### config.mk
export PLATFORM = sky130hd
export DESIGN_NAME = bod_top
export DESIGN_NICKNAME = d
export VERILOG_FILES = /design/src/bod_pkg.sv /design/src/bod_mon_if.sv /design/src/bod_regs.sv /design/src/bod_monitor.sv /design/src/bod_bor_seq.sv /design/src/bod_top.sv
export SDC_FILE = /design/constraint.sdc
export NUM_CORES = 1
export LEC_CHECK = 0
export BUFFER_PORTS_ARGS = -buffer_cell sky130_fd_sc_hd__buf_4
export CAP_MARGIN = 20
export CELL_PAD_IN_SITES_DETAIL_PLACEMENT = 1
export CELL_PAD_IN_SITES_GLOBAL_PLACEMENT = 1
export CORE_MARGIN = 3
export CORE_UTILIZATION = 38
export DETAILED_ROUTE_END_ITERATION = 12
export PLACE_DENSITY_LB_ADDON = 0.1
export SETUP_SLACK_MARGIN = 0.5
export SLEW_MARGIN = 10
export SYNTH_ARGS = -nofsm -noshare
export SYNTH_HDL_FRONTEND = slang
export SYNTH_SLANG_ARGS = --single-unit
### constraint.sdc
create_clock -name CLK -period 2.45 [get_ports CLK]
set_clock_uncertainty 0.2 [all_clocks]
set_input_delay 0.245 -clock CLK [delete_from_list [all_inputs] [get_ports CLK]]
set_output_delay 0.245 -clock CLK [all_outputs]
set_load 0.01 [all_outputs]
### src/bod_pkg.sv
`default_nettype none

package bod_pkg;

  // ------------------------------------------------------------------
  // Bus and data widths
  // ------------------------------------------------------------------
  localparam int unsigned ADDR_W = 5;   // APB byte address
  localparam int unsigned DATA_W = 32;  // APB data word
  localparam int unsigned CODE_W = 8;   // Supply code and thresholds

  // ------------------------------------------------------------------
  // Monitor and sequencer timing
  // ------------------------------------------------------------------
  localparam int unsigned DEBOUNCE_CYCLES  = 4;  // Samples below threshold to flag
  localparam int unsigned BOR_PULSE_CYCLES = 8;  // Reset request length

  localparam logic [CODE_W-1:0] HYST_CODES = 8'd4;  // Release margin above threshold

  // Counter widths and terminal counts
  localparam int unsigned DEB_CNT_W   = $clog2(DEBOUNCE_CYCLES);
  localparam int unsigned PULSE_CNT_W = $clog2(BOR_PULSE_CYCLES);

  localparam logic [DEB_CNT_W-1:0]   DEB_LAST   = DEB_CNT_W'(DEBOUNCE_CYCLES - 1);
  localparam logic [PULSE_CNT_W-1:0] PULSE_LAST = PULSE_CNT_W'(BOR_PULSE_CYCLES - 1);

  // ------------------------------------------------------------------
  // Register map, one word per register
  // ------------------------------------------------------------------
  typedef enum logic [ADDR_W-1:0] {
    REG_V_TH1      = 5'h00,  // Warning threshold
    REG_V_TH2      = 5'h04,  // Critical threshold
    REG_STATUS     = 5'h08,  // bit0 sticky warn W1C, bit1 live warn
    REG_CTRL       = 5'h0C,  // bit0 interrupt enable
    REG_BOR_CLR    = 5'h10,  // Write 1 clears BOR event
    REG_BOR_STATUS = 5'h14   // bit0 BOR event, bit1 live critical
  } bod_reg_e;

  // BOR sequencer states
  typedef enum logic [1:0] {
    BOR_IDLE  = 2'd0,  // Armed, waiting for vcrit rise
    BOR_PULSE = 2'd1,  // Reset request active
    BOR_HOLD  = 2'd2   // Waiting for supply recovery
  } bor_state_e;

endpackage

`default_nettype wire

### src/bod_mon_if.sv
`default_nettype none

interface bod_mon_if;

  // Thresholds from the register block
  logic [bod_pkg::CODE_W-1:0] v_th1;  // Warning level
  logic [bod_pkg::CODE_W-1:0] v_th2;  // Critical level

  // Debounced monitor flags
  logic vwarn;  // Supply below v_th1
  logic vcrit;  // Supply below v_th2

  // BOR event handshake
  logic bor_event;  // Sticky event from sequencer
  logic bor_clr;    // One-cycle software clear

  // ------------------------------------------------------------------
  // Views per block
  // ------------------------------------------------------------------
  modport regs (
    output v_th1, v_th2, bor_clr,
    input  vwarn, vcrit, bor_event
  );

  modport mon (
    input  v_th1, v_th2,
    output vwarn, vcrit
  );

  modport seq (
    input  vcrit, bor_clr,
    output bor_event
  );

endinterface

`default_nettype wire

### src/bod_regs.sv
`default_nettype none

module bod_regs (
  input  logic                       CLK,
  input  logic                       RST_N,

  // APB slave
  input  logic                       psel,
  input  logic                       penable,
  input  logic                       pwrite,
  input  logic [bod_pkg::ADDR_W-1:0] paddr,
  input  logic [bod_pkg::DATA_W-1:0] pwdata,
  output logic [bod_pkg::DATA_W-1:0] prdata,
  output logic                       pready,
  output logic                       pslverr,

  output logic                       bod_int,  // Warning interrupt to CPU

  bod_mon_if.regs                    mon_if
);

  // ------------------------------------------------------------------
  // Register storage
  // ------------------------------------------------------------------
  logic [bod_pkg::CODE_W-1:0] v_th1_q;      // Warning threshold
  logic [bod_pkg::CODE_W-1:0] v_th2_q;      // Critical threshold
  logic                       warn_sticky;  // Latched vwarn
  logic                       int_en;       // Interrupt enable
  logic                       bor_clr_q;    // Clear strobe to sequencer

  // Access decode
  logic access;     // Access phase of any transfer
  logic wr_en;      // Access phase write
  logic rd_en;      // Access phase read
  logic addr_hit;   // Offset is in the map

  logic wr_th1;
  logic wr_th2;
  logic wr_status;
  logic wr_ctrl;
  logic wr_bor_clr;

  assign access = psel & penable;
  assign wr_en  = access & pwrite;
  assign rd_en  = access & ~pwrite;

  // Offset match against the register map
  always_comb begin
    case (paddr)
      bod_pkg::REG_V_TH1,
      bod_pkg::REG_V_TH2,
      bod_pkg::REG_STATUS,
      bod_pkg::REG_CTRL,
      bod_pkg::REG_BOR_CLR,
      bod_pkg::REG_BOR_STATUS: addr_hit = 1'b1;
      default:                 addr_hit = 1'b0;
    endcase
  end

  // Per-register write strobes
  assign wr_th1     = wr_en & (paddr == bod_pkg::REG_V_TH1);
  assign wr_th2     = wr_en & (paddr == bod_pkg::REG_V_TH2);
  assign wr_status  = wr_en & (paddr == bod_pkg::REG_STATUS);
  assign wr_ctrl    = wr_en & (paddr == bod_pkg::REG_CTRL);
  assign wr_bor_clr = wr_en & (paddr == bod_pkg::REG_BOR_CLR);

  // ------------------------------------------------------------------
  // Register updates
  // ------------------------------------------------------------------
  always_ff @(posedge CLK or negedge RST_N) begin
    if (!RST_N) begin
      v_th1_q     <= '0;    // Monitors quiet out of reset
      v_th2_q     <= '0;
      warn_sticky <= 1'b0;
      int_en      <= 1'b1;  // Interrupt enabled by default
      bor_clr_q   <= 1'b0;
    end else begin
      if (wr_th1) v_th1_q <= pwdata[bod_pkg::CODE_W-1:0];
      if (wr_th2) v_th2_q <= pwdata[bod_pkg::CODE_W-1:0];
      if (wr_ctrl) int_en <= pwdata[0];

      // Live warning beats a W1C in the same cycle
      if (mon_if.vwarn) begin
        warn_sticky <= 1'b1;
      end else if (wr_status && pwdata[0]) begin
        warn_sticky <= 1'b0;
      end

      bor_clr_q <= wr_bor_clr & pwdata[0];  // High only the cycle after the write
    end
  end

  // ------------------------------------------------------------------
  // Read mux and response
  // ------------------------------------------------------------------
  always_comb begin
    prdata = '0;
    if (rd_en) begin
      case (paddr)
        bod_pkg::REG_V_TH1:      prdata[bod_pkg::CODE_W-1:0] = v_th1_q;
        bod_pkg::REG_V_TH2:      prdata[bod_pkg::CODE_W-1:0] = v_th2_q;
        bod_pkg::REG_STATUS:     prdata[1:0] = {mon_if.vwarn, warn_sticky};
        bod_pkg::REG_CTRL:       prdata[0]   = int_en;
        bod_pkg::REG_BOR_STATUS: prdata[1:0] = {mon_if.vcrit, mon_if.bor_event};
        default:                 prdata = '0;  // BOR_CLR and holes read 0
      endcase
    end
  end

  assign pready  = 1'b1;                 // No wait states
  assign pslverr = access & ~addr_hit;   // Unmapped offset

  // Outputs
  assign bod_int        = warn_sticky & int_en;
  assign mon_if.v_th1   = v_th1_q;
  assign mon_if.v_th2   = v_th2_q;
  assign mon_if.bor_clr = bor_clr_q;

endmodule

`default_nettype wire

### src/bod_monitor.sv
`default_nettype none

module bod_monitor (
  input  logic                       CLK,
  input  logic                       RST_N,
  input  logic [bod_pkg::CODE_W-1:0] vdd_code,  // Digitised supply level

  bod_mon_if.mon                     mon_if
);

  // ------------------------------------------------------------------
  // Channel 0 is warning, channel 1 is critical
  // ------------------------------------------------------------------
  localparam int unsigned NUM_CH = 2;

  logic [NUM_CH-1:0][bod_pkg::CODE_W-1:0] th;  // Threshold per channel
  wire  [NUM_CH-1:0]                      flag; // Filtered flag per channel

  assign th = {mon_if.v_th2, mon_if.v_th1};

  for (genvar ch = 0; ch < NUM_CH; ch++) begin : g_chan
    logic [bod_pkg::DEB_CNT_W-1:0] deb_cnt;   // Consecutive low samples
    logic                          flag_q;
    logic                          below;     // Sample under threshold
    logic [bod_pkg::CODE_W:0]      rel_lvl;   // Threshold plus hysteresis
    logic                          release_ok;

    assign below = (vdd_code < th[ch]);

    // One extra bit so a high threshold cannot wrap
    assign rel_lvl    = {1'b0, th[ch]} + {1'b0, bod_pkg::HYST_CODES};
    assign release_ok = ({1'b0, vdd_code} >= rel_lvl);

    // Debounce counter saturates at the last step
    always_ff @(posedge CLK or negedge RST_N) begin
      if (!RST_N) begin
        deb_cnt <= '0;
      end else if (!below) begin
        deb_cnt <= '0;                 // Any good sample restarts the count
      end else if (deb_cnt != bod_pkg::DEB_LAST) begin
        deb_cnt <= deb_cnt + 1'b1;
      end
    end

    // Flag sets on the Nth low sample
    always_ff @(posedge CLK or negedge RST_N) begin
      if (!RST_N) begin
        flag_q <= 1'b0;
      end else if (below && (deb_cnt == bod_pkg::DEB_LAST)) begin
        flag_q <= 1'b1;
      end else if (release_ok) begin
        flag_q <= 1'b0;               // Only clears clear of the band
      end
    end

    assign flag[ch] = flag_q;
  end

  // Between th and th+HYST the flag keeps its value

  assign mon_if.vwarn = flag[0];
  assign mon_if.vcrit = flag[1];

endmodule

`default_nettype wire

### src/bod_bor_seq.sv
`default_nettype none

module bod_bor_seq (
  input  logic   CLK,
  input  logic   RST_N,
  output logic   bor_rst_req,  // Reset request to the PMU

  bod_mon_if.seq mon_if
);

  bod_pkg::bor_state_e state;
  bod_pkg::bor_state_e state_d;

  logic [bod_pkg::PULSE_CNT_W-1:0] pulse_cnt;  // Cycles spent in PULSE
  logic                            vcrit_q;    // Previous vcrit
  logic                            vcrit_rise;
  logic                            bor_event_q;
  logic                            event_set;

  assign vcrit_rise = mon_if.vcrit & ~vcrit_q;
  assign event_set  = (state == bod_pkg::BOR_IDLE) & vcrit_rise;

  // ------------------------------------------------------------------
  // Next state
  // ------------------------------------------------------------------
  always_comb begin
    state_d = state;
    case (state)
      bod_pkg::BOR_IDLE:  if (vcrit_rise) state_d = bod_pkg::BOR_PULSE;
      bod_pkg::BOR_PULSE: if (pulse_cnt == bod_pkg::PULSE_LAST) state_d = bod_pkg::BOR_HOLD;
      bod_pkg::BOR_HOLD:  if (!mon_if.vcrit) state_d = bod_pkg::BOR_IDLE;  // Re-arm
      default:            state_d = bod_pkg::BOR_IDLE;
    endcase
  end

  always_ff @(posedge CLK or negedge RST_N) begin
    if (!RST_N) begin
      state     <= bod_pkg::BOR_IDLE;
      pulse_cnt <= '0;
      vcrit_q   <= 1'b0;
    end else begin
      state   <= state_d;
      vcrit_q <= mon_if.vcrit;
      // Counts only while the request is out
      if (state == bod_pkg::BOR_PULSE) pulse_cnt <= pulse_cnt + 1'b1;
      else                             pulse_cnt <= '0;
    end
  end

  // ------------------------------------------------------------------
  // Sticky event flag
  // ------------------------------------------------------------------
  always_ff @(posedge CLK or negedge RST_N) begin
    if (!RST_N) begin
      bor_event_q <= 1'b0;
    end else if (event_set) begin
      bor_event_q <= 1'b1;   // New event wins over clear
    end else if (mon_if.bor_clr) begin
      bor_event_q <= 1'b0;
    end
  end

  assign bor_rst_req      = (state == bod_pkg::BOR_PULSE);
  assign mon_if.bor_event = bor_event_q;

endmodule

`default_nettype wire

### src/bod_top.sv
`default_nettype none

module bod_top (
  input  logic                       CLK,
  input  logic                       RST_N,

  // ------------------------------------------------------------------
  // APB slave port
  // ------------------------------------------------------------------
  input  logic                       psel,
  input  logic                       penable,
  input  logic                       pwrite,
  input  logic [bod_pkg::ADDR_W-1:0] paddr,
  input  logic [bod_pkg::DATA_W-1:0] pwdata,
  output logic [bod_pkg::DATA_W-1:0] prdata,
  output logic                       pready,
  output logic                       pslverr,

  // ------------------------------------------------------------------
  // Supply and PMU side
  // ------------------------------------------------------------------
  input  logic [bod_pkg::CODE_W-1:0] vdd_code,     // Synchronous to CLK
  output logic                       bod_int,      // Warning interrupt
  output logic                       bor_rst_req   // Brownout reset request
);

  // Thresholds, flags and BOR handshake between the blocks
  bod_mon_if mon_if ();

  // Software view
  bod_regs regs_i (
    .CLK     (CLK),
    .RST_N   (RST_N),
    .psel    (psel),
    .penable (penable),
    .pwrite  (pwrite),
    .paddr   (paddr),
    .pwdata  (pwdata),
    .prdata  (prdata),
    .pready  (pready),
    .pslverr (pslverr),
    .bod_int (bod_int),
    .mon_if  (mon_if.regs)
  );

  // Debounced comparators
  bod_monitor mon_i (
    .CLK      (CLK),
    .RST_N    (RST_N),
    .vdd_code (vdd_code),
    .mon_if   (mon_if.mon)
  );

  // Critical undervoltage to reset pulse
  bod_bor_seq seq_i (
    .CLK         (CLK),
    .RST_N       (RST_N),
    .bor_rst_req (bor_rst_req),
    .mon_if      (mon_if.seq)
  );

endmodule

`default_nettype wire

==> run summary <==
List of most frequent post-synthesis cells - sky130_fd_sc_hd__ha_1, sky130_fd_sc_hd__dfrtp_1, sky130_fd_sc_hd__buf_4, sky130_fd_sc_hd__inv_1, sky130_fd_sc_hd__nor2_1
Fraction of layout instances using a drive strength above 1 - 34.0%
Setup repair after global routing missed its margin - yes
Most instantiated flip-flop cell in the synthesis netlist - sky130_fd_sc_hd__dfrtp_1
Worst reg2reg startpoint - regs_i.mon_if.v_th2[2]
Area of the die - 7880 um^2
Clock input transition at the sequential cells of the worst setup and hold paths - 70 ps
Maximum clock frequency - 0.473 GHz
Antenna violations before repair - 0
Vertical extent of the die - 88.8 um
Clock Tree Buf Depth - 2
Drt initial violations - 49
Total inserted antenna cells - 0
Quantity of I/O buffers inserted on ports - 36
Category of the worst setup path launch point - register
Wirelength per Cell - 15.5 um
Power Total - 1.61 mW
Sequential element share of the synthesized area - 30.8%
Fin util - 49.8%
Worst Setup Path Type - register to register
Depth of the CTS H-tree - 2
Number of global-route vias before repair - 1915
Internal Dissipation - 1.11 mW
Startpoint of the worst hold path - pwdata[0]
Top post-synthesis cells by area - sky130_fd_sc_hd__dfrtp_1, sky130_fd_sc_hd__ha_1, sky130_fd_sc_hd__buf_4
Arrival time of the worst setup path - 2080 ps
Remaining design rule violation count - 0
# setup viols final - 0
Leak pwr - 1.51 nW
Worst voltage drop across the vdd grid - 208 uV
Cell area after technology mapping - 2600 um^2
Mapped Cells - 260
Fraction of power consumed by sequential logic - 42.0%
Via total after detailed routing - 1975
Core Footprint - 6490 um^2
Top cell type's share of synthesized area - 29.8%
Number of CTS-inserted buffers - 5
Relative area change from synthesis to final layout - 24.3%
Setup slack of the critical path after layout - 338 ps
Number of warning messages in the yosys log - 0
Crit Path Max Fanout - 3
Result of the run - finished, final reports clean
Time the worst path needs with I/O delays and setup - 2110 ps
Count of flip-flops with a built-in enable after synthesis - 0
Maximum number of pins on one net before global-route repair - 33
# nets final - 401
Global placer's final weighted congestion - 0.729
Horizontal extent of the die - 88.8 um
Total gr overflow - 0
Library cell occupying the most area in the post-synthesis netlist - sky130_fd_sc_hd__dfrtp_1
Count leader, synth - sky130_fd_sc_hd__ha_1
Proportion of total power due to net switching - 31.1%
Syn avg cell area - 10.0 um^2
Launching element of the worst setup path - regs_i.mon_if.v_th2[2]
Via/cell ratio - 5.00
Number of placed I/O pins - 86
Power density over cell area - 498 nW/um^2
Sink count of the clock tree - 32
Setup slack after placement - 226 ps
Class of the worst hold path - primary input to register
Number of flip-flops and latches in the synthesized netlist - 32
Required @ worst endpoint - 2410 ps
Count of endpoints failing hold in the final timing report - 0
CP endpoint kind - register
# rows - 29
Max capacitance violation total - 0
Global Route Usage Sum - 15.9%
Slew Viols, Final - 0
Worst-skew pair later-pin latency - 280 ps
Share of synthesized flip-flops with an asynchronous set or reset - 100%
Setup TNS Final - 0 ps
Net switching component of the power - 0.500 mW
Final Routed Wirelength - 6110 um
Combinational power share - 31.7%
Netlist cell types - 48
Effective utilization at floorplan - 40.1%
Number of detailed-route iterations in the first pass - 4
Cell at the root of the clock tree - sky130_fd_sc_hd__clkbuf_8
Clock tree from TritonCTS - done
Remaining number of nets flagged by the antenna check after routing - 0
Wire length of the first global-routing pass - 9470 um
HPWL after detailed placement - 4650 um
Crit share post-route - 86.2%
Clk pwr share - 26.3%
==> flip-flops by register name, summed over array words and instances, names as in the netlist <==
register	flops
mon_i.g_chan.deb_cnt	4
mon_i.mon_if.vcrit	1
mon_i.mon_if.vwarn	1
regs_i.int_en	1
regs_i.mon_if.bor_clr	1
regs_i.mon_if.v_th1	8
regs_i.mon_if.v_th2	8
regs_i.warn_sticky	1
seq_i.mon_if.bor_event	1
seq_i.pulse_cnt	3
seq_i.state	2
seq_i.vcrit_q	1
==> power by group through the flow <==
stage	clock network, mW	registers, mW	logic, mW
after floorplan	0	0.661	0.328
after global placement	0	0.682	0.424
after detailed placement	0	0.684	0.430
after CTS	0.440	0.674	0.465
after global routing	0.461	0.688	0.582
final	0.423	0.676	0.510
==> timing repair <==
action,CTS,global route
endpoints found under the setup margin,3,9
pin swaps,2,8
setup buffers,5,6
endpoints found under the hold margin,39,1
gates resized for setup,10,21
hold buffers,7,1
==> stage by stage <==
stage / hold slack [ps] / std cells / instance area [um^2]
after floorplan: -251 / 283 / 2690
after global placement: 21.5 / 368 / 2840
after detailed placement: 17.3 / 368 / 2840
after CTS: 1.95 / 388 / 3090
after global routing: 32.4 / 395 / 3230
final: 34.1 / 395 / 3230
==> worst paths after layout <==
path / end / slack [ps] / depth (start not counted)
max: mon_i.mon_if.vcrit / 340 / 8
min in group asynchronous: mon_i.g_chan[1].deb_cnt[0] / 230 / 2
min: regs_i.mon_if.v_th2[0] / 30 / 2
max reg2reg: mon_i.mon_if.vcrit / 340 / 8
max in group asynchronous: regs_i.int_en / 1470 / 2
min reg2reg: seq_i.pulse_cnt[0] / 240 / 1
==> per-layer routing <==
metal,up-vias,share of wire [%],track usage (%)
li1,986,-,-
met5,-,0,0
met3,6,3.6,3.07
met1,941,46,20.8
met4,0,1.2,5.77
met2,42,49,26.0
==> layout by cell type (no fill, tap or decap), types with 5 or more instances in the layout <==
cell type / netlist / routed
sky130_fd_sc_hd__a21oi_1: 8 / 8
sky130_fd_sc_hd__inv_1: 18 / 16
sky130_fd_sc_hd__clkbuf_8: 0 / 6
sky130_fd_sc_hd__dfrtp_2: 0 / 6
sky130_fd_sc_hd__buf_4: 25 / 48
sky130_fd_sc_hd__nor2_1: 15 / 15
sky130_fd_sc_hd__nand2_1: 10 / 10
sky130_fd_sc_hd__ha_1: 34 / 30
sky130_fd_sc_hd__nand4_1: 5 / 5
sky130_fd_sc_hd__dlygate4sd3_1: 0 / 8
sky130_fd_sc_hd__nand3_1: 7 / 5
sky130_fd_sc_hd__mux2_2: 12 / 11
sky130_fd_sc_hd__a22oi_1: 8 / 7
sky130_fd_sc_hd__xnor2_1: 10 / 9
sky130_fd_sc_hd__nand2b_1: 5 / 5
sky130_fd_sc_hd__mux2_4: 8 / 9
sky130_fd_sc_hd__o211ai_1: 5 / 5
sky130_fd_sc_hd__dfrtp_1: 31 / 25
sky130_fd_sc_hd__conb_1: 2 / 25
==> cell families (layout without fill, tap and decap cells) <==
kind of cell / Yosys count / count (layout) / share of synthesized area, %
simple gates: 73 / 73 / 16.6
buf+inv: 48 / 83 / 11.6
compound gates: 41 / 41 / 11.2
fa+ha+maj: 34 / 34 / 16.3
flops: 32 / 32 / 30.8
mux: 20 / 20 / 9.81
xor+xnor: 10 / 10 / 3.37
other cells: 2 / 25 / 0.289
==> worst max-delay path, stage by stage, from the launching register on <==
cell and delay, ps:
sky130_fd_sc_hd__dfrtp_1 420, sky130_fd_sc_hd__buf_4 160, sky130_fd_sc_hd__ha_4 250, sky130_fd_sc_hd__inv_1 60
sky130_fd_sc_hd__ha_4 280, sky130_fd_sc_hd__nand2b_1 50, sky130_fd_sc_hd__o31a_1 240, sky130_fd_sc_hd__o311ai_2 230
sky130_fd_sc_hd__o31ai_1 110
==> layout make-up <==
cell class              count  area (um^2)
well taps                  77         96.3
repair buffers             57          452
clock buffers               8         90.1
multi-input cells         203         1720
fillers                   728         3260
inverters                  18         67.6
flip-flops and latches     32          810
Note: power is estimated with default switching activity, not from simulation.
